==> src/ext_mem_pkg.sv <==
`default_nettype none

package ext_mem_pkg;

   localparam int addr_w = 16;        // Byte address
   localparam int data_w = 32;
   localparam int strb_w = data_w / 8;

   // Native front-end bus, all-zero wstrb is a read
   typedef struct packed {
      logic              valid;
      logic [addr_w-1:0] addr;
      logic [data_w-1:0] wdata;
      logic [strb_w-1:0] wstrb;
   } nat_req_t;

   typedef struct packed {
      logic [data_w-1:0] rdata;
      logic              ready;        // One-cycle pulse
   } nat_resp_t;

   // Back-end side between caches, arbiter and AXI master
   typedef struct packed {
      logic              valid;
      logic [addr_w-1:0] addr;
      logic [data_w-1:0] wdata;
      logic [strb_w-1:0] wstrb;
   } be_req_t;

   typedef struct packed {
      logic [data_w-1:0] rdata;
      logic              ready;
   } be_resp_t;

endpackage

`default_nettype wire

==> src/axi_lite_master.sv <==
`timescale 1ns/1ns
`default_nettype none

module axi_lite_master (
   input  logic                             clk,
   input  logic                             rst,
   input  ext_mem_pkg::be_req_t             req,
   output ext_mem_pkg::be_resp_t            resp,
   output logic [ext_mem_pkg::addr_w-1:0]   awaddr,
   output logic                             awvalid,
   input  logic                             awready,
   output logic [ext_mem_pkg::data_w-1:0]   wdata,
   output logic [ext_mem_pkg::strb_w-1:0]   wstrb,
   output logic                             wvalid,
   input  logic                             wready,
   input  logic                             bvalid,
   output logic                             bready,
   output logic [ext_mem_pkg::addr_w-1:0]   araddr,
   output logic                             arvalid,
   input  logic                             arready,
   input  logic [ext_mem_pkg::data_w-1:0]   rdata,
   input  logic                             rvalid,
   output logic                             rready
);
   import ext_mem_pkg::*;

   typedef enum logic [2:0] {st_idle, st_write, st_bresp, st_raddr, st_rdata} state_t;

   state_t            state;
   logic              resp_ready;
   logic [data_w-1:0] rdata_q;
   logic [addr_w-1:0] addr_q;
   logic              aw_done;
   logic              w_done;

   // Channel finished earlier or handshakes now
   assign aw_done = !awvalid || awready;
   assign w_done  = !wvalid || wready;

   always_ff @(posedge clk or posedge rst) begin
      if (rst) begin
         state      <= st_idle;
         resp_ready <= 1'b0;
         awvalid    <= 1'b0;
         wvalid     <= 1'b0;
         arvalid    <= 1'b0;
      end else begin
         resp_ready <= 1'b0;
         case (state)
            st_idle: if (req.valid && !resp_ready) begin
               if (|req.wstrb) begin
                  awvalid <= 1'b1;
                  wvalid  <= 1'b1;
                  state   <= st_write;
               end else begin
                  arvalid <= 1'b1;
                  state   <= st_raddr;
               end
            end
            st_write: begin
               if (awready)
                  awvalid <= 1'b0;
               if (wready)
                  wvalid <= 1'b0;
               if (aw_done && w_done)
                  state <= st_bresp;
            end
            st_bresp: if (bvalid) begin
               resp_ready <= 1'b1;
               state      <= st_idle;
            end
            st_raddr: if (arready) begin
               arvalid <= 1'b0;
               state   <= st_rdata;
            end
            st_rdata: if (rvalid) begin
               resp_ready <= 1'b1;
               state      <= st_idle;
            end
            default: state <= st_idle;
         endcase
      end
   end

   always_ff @(posedge clk) begin
      if (state == st_idle && req.valid && !resp_ready) begin
         addr_q <= req.addr;
         wdata  <= req.wdata;
         wstrb  <= req.wstrb;
      end
      if (state == st_rdata && rvalid)
         rdata_q <= rdata;
   end

   assign awaddr = addr_q;
   assign araddr = addr_q;
   assign bready = (state == st_bresp);
   assign rready = (state == st_rdata);
   assign resp   = '{rdata: rdata_q, ready: resp_ready};

endmodule

`default_nettype wire

==> src/direct_cache.sv <==
`timescale 1ns/1ns
`default_nettype none

module direct_cache #(
   parameter int lines = 16
) (
   input  logic                   clk,
   input  logic                   rst,
   input  ext_mem_pkg::nat_req_t  fe_req,
   output ext_mem_pkg::nat_resp_t fe_resp,
   output ext_mem_pkg::be_req_t   be_req,
   input  ext_mem_pkg::be_resp_t  be_resp,
   input  logic                   flush
);
   import ext_mem_pkg::*;

   localparam int idx_w = $clog2(lines);
   localparam int tag_w = addr_w - 2 - idx_w;   // Bits above index and byte offset

   typedef enum logic [1:0] {st_idle, st_fetch, st_write} state_t;

   state_t            state;
   logic [lines-1:0]  valid_arr;
   logic [tag_w-1:0]  tag_arr [lines];
   logic [data_w-1:0] data_arr [lines];

   logic [idx_w-1:0]  idx;
   logic [tag_w-1:0]  tag;
   logic [idx_w-1:0]  ref_idx;
   logic [tag_w-1:0]  ref_tag;
   logic              hit;
   logic              accept;
   logic              is_write;

   logic              ready_q;
   logic [data_w-1:0] rdata_q;
   logic              be_valid_q;
   logic [addr_w-1:0] be_addr_q;
   logic [data_w-1:0] be_wdata_q;
   logic [strb_w-1:0] be_wstrb_q;

   assign idx      = fe_req.addr[2 +: idx_w];
   assign tag      = fe_req.addr[addr_w-1 -: tag_w];
   assign ref_idx  = be_addr_q[2 +: idx_w];      // Line being refilled
   assign ref_tag  = be_addr_q[addr_w-1 -: tag_w];
   assign is_write = |fe_req.wstrb;

   // A lookup during the flush cycle always misses
   assign hit    = valid_arr[idx] && (tag_arr[idx] == tag) && !flush;
   // Ignore the request still held in its own ready cycle
   assign accept = (state == st_idle) && fe_req.valid && !ready_q;

   always_ff @(posedge clk or posedge rst) begin
      if (rst) begin
         state      <= st_idle;
         ready_q    <= 1'b0;
         be_valid_q <= 1'b0;
         valid_arr  <= '0;
      end else begin
         ready_q <= 1'b0;
         if (flush)
            valid_arr <= '0;
         case (state)
            st_idle: if (accept) begin
               if (is_write) begin
                  be_valid_q <= 1'b1;     // Write-through, no allocate
                  state      <= st_write;
               end else if (hit) begin
                  ready_q <= 1'b1;
               end else begin
                  be_valid_q <= 1'b1;
                  state      <= st_fetch;
               end
            end
            st_fetch: if (be_resp.ready) begin
               be_valid_q         <= 1'b0;
               ready_q            <= 1'b1;
               valid_arr[ref_idx] <= 1'b1;
               state              <= st_idle;
            end
            st_write: if (be_resp.ready) begin
               be_valid_q <= 1'b0;
               ready_q    <= 1'b1;
               state      <= st_idle;
            end
            default: state <= st_idle;
         endcase
      end
   end

   // Arrays and payload
   always_ff @(posedge clk) begin
      if (accept) begin
         be_addr_q  <= fe_req.addr;
         be_wdata_q <= fe_req.wdata;
         be_wstrb_q <= fe_req.wstrb;
         if (!is_write && hit)
            rdata_q <= data_arr[idx];
         if (is_write && hit) begin
            for (int b = 0; b < strb_w; b++) begin
               if (fe_req.wstrb[b])
                  data_arr[idx][b*8 +: 8] <= fe_req.wdata[b*8 +: 8];
            end
         end
      end
      if (state == st_fetch && be_resp.ready) begin
         rdata_q           <= be_resp.rdata;
         data_arr[ref_idx] <= be_resp.rdata;
         tag_arr[ref_idx]  <= ref_tag;
      end
   end

   assign fe_resp = '{rdata: rdata_q, ready: ready_q};
   assign be_req  = '{valid: be_valid_q, addr: be_addr_q, wdata: be_wdata_q, wstrb: be_wstrb_q};

endmodule

`default_nettype wire

==> src/ext_mem.sv <==
`timescale 1ns/1ns
`default_nettype none

module ext_mem #(
   parameter int i_lines = 16,
   parameter int d_lines = 32
) (
   input  logic                             clk,
   input  logic                             rst,
   input  ext_mem_pkg::nat_req_t            i_req,
   output ext_mem_pkg::nat_resp_t           i_resp,
   input  ext_mem_pkg::nat_req_t            d_req,
   output ext_mem_pkg::nat_resp_t           d_resp,
   input  logic                             inv,
   output logic [ext_mem_pkg::addr_w-1:0]   awaddr,
   output logic                             awvalid,
   input  logic                             awready,
   output logic [ext_mem_pkg::data_w-1:0]   wdata,
   output logic [ext_mem_pkg::strb_w-1:0]   wstrb,
   output logic                             wvalid,
   input  logic                             wready,
   input  logic                             bvalid,
   output logic                             bready,
   output logic [ext_mem_pkg::addr_w-1:0]   araddr,
   output logic                             arvalid,
   input  logic                             arready,
   input  logic [ext_mem_pkg::data_w-1:0]   rdata,
   input  logic                             rvalid,
   output logic                             rready
);
   import ext_mem_pkg::*;

   be_req_t  icache_be_req;
   be_resp_t icache_be_resp;
   be_req_t  dcache_be_req;
   be_resp_t dcache_be_resp;
   be_req_t  mem_req;     // Granted transfer toward AXI
   be_resp_t mem_resp;
   logic     flush;

   direct_cache #(.lines(i_lines)) icache0 (
      .clk     (clk),
      .rst     (rst),
      .fe_req  (i_req),
      .fe_resp (i_resp),
      .be_req  (icache_be_req),
      .be_resp (icache_be_resp),
      .flush   (flush)
   );

   direct_cache #(.lines(d_lines)) dcache0 (
      .clk     (clk),
      .rst     (rst),
      .fe_req  (d_req),
      .fe_resp (d_resp),
      .be_req  (dcache_be_req),
      .be_resp (dcache_be_resp),
      .flush   (flush)
   );

   mem_ctrl ctrl0 (
      .clk       (clk),
      .rst       (rst),
      .inv       (inv),
      .i_be_req  (icache_be_req),
      .d_be_req  (dcache_be_req),
      .i_be_resp (icache_be_resp),
      .d_be_resp (dcache_be_resp),
      .mem_req   (mem_req),
      .mem_resp  (mem_resp),
      .flush     (flush)
   );

   axi_lite_master axi0 (
      .clk     (clk),
      .rst     (rst),
      .req     (mem_req),
      .resp    (mem_resp),
      .awaddr  (awaddr),
      .awvalid (awvalid),
      .awready (awready),
      .wdata   (wdata),
      .wstrb   (wstrb),
      .wvalid  (wvalid),
      .wready  (wready),
      .bvalid  (bvalid),
      .bready  (bready),
      .araddr  (araddr),
      .arvalid (arvalid),
      .arready (arready),
      .rdata   (rdata),
      .rvalid  (rvalid),
      .rready  (rready)
   );

endmodule

`default_nettype wire

==> src/mem_ctrl.sv <==
`timescale 1ns/1ns
`default_nettype none

module mem_ctrl (
   input  logic                  clk,
   input  logic                  rst,
   input  logic                  inv,
   input  ext_mem_pkg::be_req_t  i_be_req,
   input  ext_mem_pkg::be_req_t  d_be_req,
   output ext_mem_pkg::be_resp_t i_be_resp,
   output ext_mem_pkg::be_resp_t d_be_resp,
   output ext_mem_pkg::be_req_t  mem_req,
   input  ext_mem_pkg::be_resp_t mem_resp,
   output logic                  flush
);
   import ext_mem_pkg::*;

   logic    busy;
   logic    owner;       // 1 is data, also the last port served
   logic    pick_d;
   logic    bus_idle;
   logic    inv_pend;
   be_req_t sel_req;

   // Round robin, data wins a tie only after an instruction grant
   assign pick_d = d_be_req.valid && (!i_be_req.valid || !owner);

   always_ff @(posedge clk or posedge rst) begin
      if (rst) begin
         busy  <= 1'b0;
         owner <= 1'b1;  // Instruction side first
      end else if (!busy) begin
         if (i_be_req.valid || d_be_req.valid) begin
            busy  <= 1'b1;
            owner <= pick_d;
         end
      end else if (mem_resp.ready) begin
         busy <= 1'b0;   // Grant held until the transfer ends
      end
   end

   always_comb begin
      sel_req       = owner ? d_be_req : i_be_req;
      mem_req       = sel_req;
      mem_req.valid = busy && sel_req.valid;
   end

   // Response goes to the owner only
   always_comb begin
      i_be_resp = '0;
      d_be_resp = '0;
      if (busy) begin
         if (owner)
            d_be_resp = mem_resp;
         else
            i_be_resp = mem_resp;
      end
   end

   // Nothing granted and nothing waiting
   assign bus_idle = !busy && !i_be_req.valid && !d_be_req.valid;

   always_ff @(posedge clk or posedge rst) begin
      if (rst)
         inv_pend <= 1'b0;
      else if (inv)
         inv_pend <= 1'b1;
      else if (flush)
         inv_pend <= 1'b0;
   end

   assign flush = inv_pend && bus_idle;   // Single cycle, pending drops on this edge

endmodule

`default_nettype wire

==> config.mk <==
export PLATFORM = sky130hd
export DESIGN_NAME = ext_mem
export DESIGN_NICKNAME = d
export VERILOG_FILES = /design/src/ext_mem_pkg.sv /design/src/axi_lite_master.sv /design/src/direct_cache.sv /design/src/ext_mem.sv /design/src/mem_ctrl.sv
export SDC_FILE = /design/constraint.sdc
export NUM_CORES = 2
export LEC_CHECK = 0
export BUFFER_PORTS_ARGS = -buffer_cell sky130_fd_sc_hd__buf_2
export CORE_MARGIN = 5
export CORE_UTILIZATION = 40
export DETAILED_ROUTE_END_ITERATION = 7
export GPL_ROUTABILITY_DRIVEN = 1
export HOLD_SLACK_MARGIN = 0.15
export PLACE_DENSITY_LB_ADDON = 0.2
export SLEW_MARGIN = 5
export SYNTH_ARGS = -nofsm -noshare
export SYNTH_HDL_FRONTEND = slang
export SYNTH_HIERARCHICAL = 1
export SYNTH_SLANG_ARGS = --single-unit
==> constraint.sdc <==
create_clock -name clk -period 13.2 [get_ports clk]
set_input_delay 1.32 -clock clk [delete_from_list [all_inputs] [get_ports clk]]
set_output_delay 1.32 -clock clk [all_outputs]
set_load 0.02 [all_outputs]
==> metrics.yaml <==
synthesis:
  synth_fa_ha_area_frac: 0.0008242
  netlist_area_mm2: 0.09108
  yosysSeqAreaShare: 0.7553
  yosys.area_share.simple: 0.03543
  synth.area.top_cells: "edfxtp_1, mux4_2, mux2i_1, dfrtp_1, nand2_1"
  synthArstFlopShare: 0.02867
  synth_area_per_cell_um2: 20.21
  synth_top_area_frac: 0.7372
  synth_compound_area_frac: 0.02488
  syn-num-nets: 4658
  yosysUniqueCellTypes: 77
  synth_top_family_by_area: "multiplexers"
  yosys.area.top_type: "edfxtp_1"
  syn_inst: 4506
  synth-xor-area-share: 0.001442
  synth_edf_count: 2236
  ys.flop_type: "edfxtp_1"
  ys_ff_latch: 2302
  yosys_warnings: 6
  synthMuxAreaShare: 0.1624
routing:
  wl_um: 261900
  dr.pass1.iters: 6
  vias: 45746
  drt-initial-drc-count: 4607
  route.detailed.drc: 0
  drt-wirelength-per-cell_um: 32.40
  avgViaCountPerCell: 5.660
  antenna_left: 0
cts:
  clk_pin_slew_ps: 60
  ctsHoldBuffers: 0
  numCtsBuffers: 232
  root_buffer: "clkbuf_16"
  clk_latency_ps: 870
  clock_path_buffers: 3
  htreeDepth: 4
  cts_setup_buffers: 0
  clock-sinks: 2302
  post_cts_resized: 0
  cts_tree: "yes"
critical_path:
  worst_ep_arrival_time_ps: 6570
  path_cells: "buf_8 -> buf_4 -> mux4_2 -> mux4_2 -> mux2i_1 -> xor2_1 -> nand4_1 -> nor3_4 -> a31oi_4 -> buf_4 -> nor2_1"
  startpoint_type: "input port"
  crit_family: "buffers and inverters"
  max_stage_delay_ps: 870
  critical_path_class: "in2reg"
  end_kind: "register"
  critPathSlowestCell: "buf_4"
  crit_fanout: 88
  critPathRequiredTime_ps: 13650
  crit_buf_inv: 3
run:
  cap_violations: 0
outcome:
  outcome: "finished clean"
timing:
  fmax_mhz: 163.3
  grt_setup_unrepaired: "false"
  setup_slack_ps: 7077
  tns_ps: 0
  finalCriticalPeriod_ps: 6123
  max-slew-margin-rel: 0.1542
  setup_viol: 0
  tightest_slew_ps: 1258
  timing.hold.ws_ps: 450.5
  drv_slew: 0
  finalHoldViolCount: 0
  finalClockSkew_ps: 61.10
  finalCritPeriodShare: 0.4638
placed_design:
  place_ws_ps: 6215
  port_buffers: 284
  gp_congestion: 0.8387
  dp.cells: 7632
  dp_hpwl_um: 171600
pwr:
  clkPwrFrac: 0.386
  p_int_w: 0.01261
  pwr-share-seq: 0.513
  switching_share: 0.2461
  ir_worst_vdd_mv: 0.1132
  switchingPower_w: 0.004116
  p_leak_nw: 33.89
  p_comb_frac: 0.101
  power_density_mw_per_mm2: 161.9
final_layout:
  drive_gt1_frac: 0.2757
  stdcell_count: 8083
  area_growth_pct: 13.43
  fin_nets: 5009
  utilization: 0.4550
global_routing:
  grt_pass1_wl_um: 363400
  grt_pass1_vias: 45367
  overflow: 0
  grt_max_degree: 145
  antenna_found_initial: 28
  grt_usage: 0.2177
floorplan:
  core_area_mm2: 0.2271
  ioPinCount: 285
  dieArea_mm2: 0.2374
  rows: 175
  start_util: 0.4011
  die_h_um: 487.2
  die_x_um: 487.2
worst_hold_path:
  hp-class: "in2async"
path summary, 6_finish.rpt:
path | slack [ps] | end | cells past startpoint | start
min reg2reg | 530 | axi0/awvalid | 1 | axi0/awvalid
min | 450 | ctrl0/inv_pend | 2 | rst
max | 7080 | dcache0/data_arr[30][13] | 11 | d_req[39]
min in group clk | 530 | axi0/awvalid | 1 | axi0/awvalid
max in group asynchronous | 11720 | icache0/valid_arr[10] | 2 | rst
max reg2reg | 8250 | dcache0/data_arr[30][13] | 12 | ctrl0/busy
metal layers:
metal	GRT usage	share of wire	up-vias
met5	0	0.000099	-
met4	0.06922	0.031	4
met3	0.03718	0.066	345
met2	0.3622	0.50	1950
met1	0.2943	0.40	24506
li1	-	-	18941
stage by stage:
step	power [W]	instance area, um^2
finish	0.01673	103300
global route	0.01728	103300
CTS	0.01688	103300
detailed placement	0.01045	95760
global placement	0.01043	95760
floorplan	0.009734	91080
logic make-up after synthesis:
group / count (synthesis)
mux: 786
buf+inv: 354
xor+xnor: 15
fa+ha+maj: 6
compound gates: 329
flops: 2302
simple gates: 714
worst reg2reg max path, stage by stage, from the launching register on:
cell	delay, ps
dfrtp_1	320
buf_4	400
nor3_1	170
and2_2	220
buf_4	270
a31oi_1	310
o311ai_0	360
a21oi_1	250
nand4_1	220
nor3_4	840
a31oi_4	170
buf_4	340
nor2_1	650
layout make-up:
| type | count | area (um^2) |
|---|---|---|
| clock inverters | 153 | 1469 |
| inverters | 86 | 325.3 |
| diodes | 18 | 45.04 |
| clock buffers | 280 | 6037 |
| repair buffers | 385 | 2255 |
| multi-input cells | 1850 | 20620 |
| well taps | 3009 | 3765 |
| fillers | 19033 | 123700 |
| flip-flops and latches | 2302 | 68800 |
cell usage after synthesis (41+ instances only):
cell,instances
a21oi_1,47
a22oi_1,77
and2_1,42
buf_1,58
clkbuf_1,116
dfrtp_1,65
edfxtp_1,2236
inv_1,85
mux2_4,47
mux2i_1,194
mux4_2,523
nand2_1,342
nor2_1,205
o21ai_0,59
o22ai_1,41
registers in the layout, summed over array words and instances (netlist names), 160 cells and up:
register,count
dcache0/tag_arr,288
dcache0/data_arr,1024
icache0/tag_arr,160
icache0/data_arr,512
power groups by stage:
stage          Clock (W)  Combinational [W]  Sequential [W]
6_report         0.00646            0.00169         0.00858
5_1_grt          0.00690            0.00178         0.00860
4_1_cts          0.00659            0.00171         0.00859
3_5_place_dp           0            0.00171         0.00874
3_3_place_gp           0            0.00170         0.00873
2_1_floorplan          0           0.000969         0.00876
cells in the final DEF (no fill, tap or decap), types with 41 or more instances in the layout:
| master | count |
|---|---|
| nor2_1 | 204 |
| mux2i_1 | 194 |
| buf_2 | 276 |
| o22ai_1 | 41 |
| clkinv_1 | 46 |
| a22oi_1 | 77 |
| clkbuf_1 | 44 |
| a21oi_1 | 47 |
| buf_4 | 102 |
| dfrtp_1 | 65 |
| clkbuf_16 | 233 |
| o21ai_0 | 58 |
| edfxtp_1 | 2236 |
| mux4_2 | 523 |
| nand2_1 | 307 |
| inv_1 | 82 |
| clkinv_2 | 54 |
| mux2_4 | 47 |
Power figures use the tool's default switching activity.
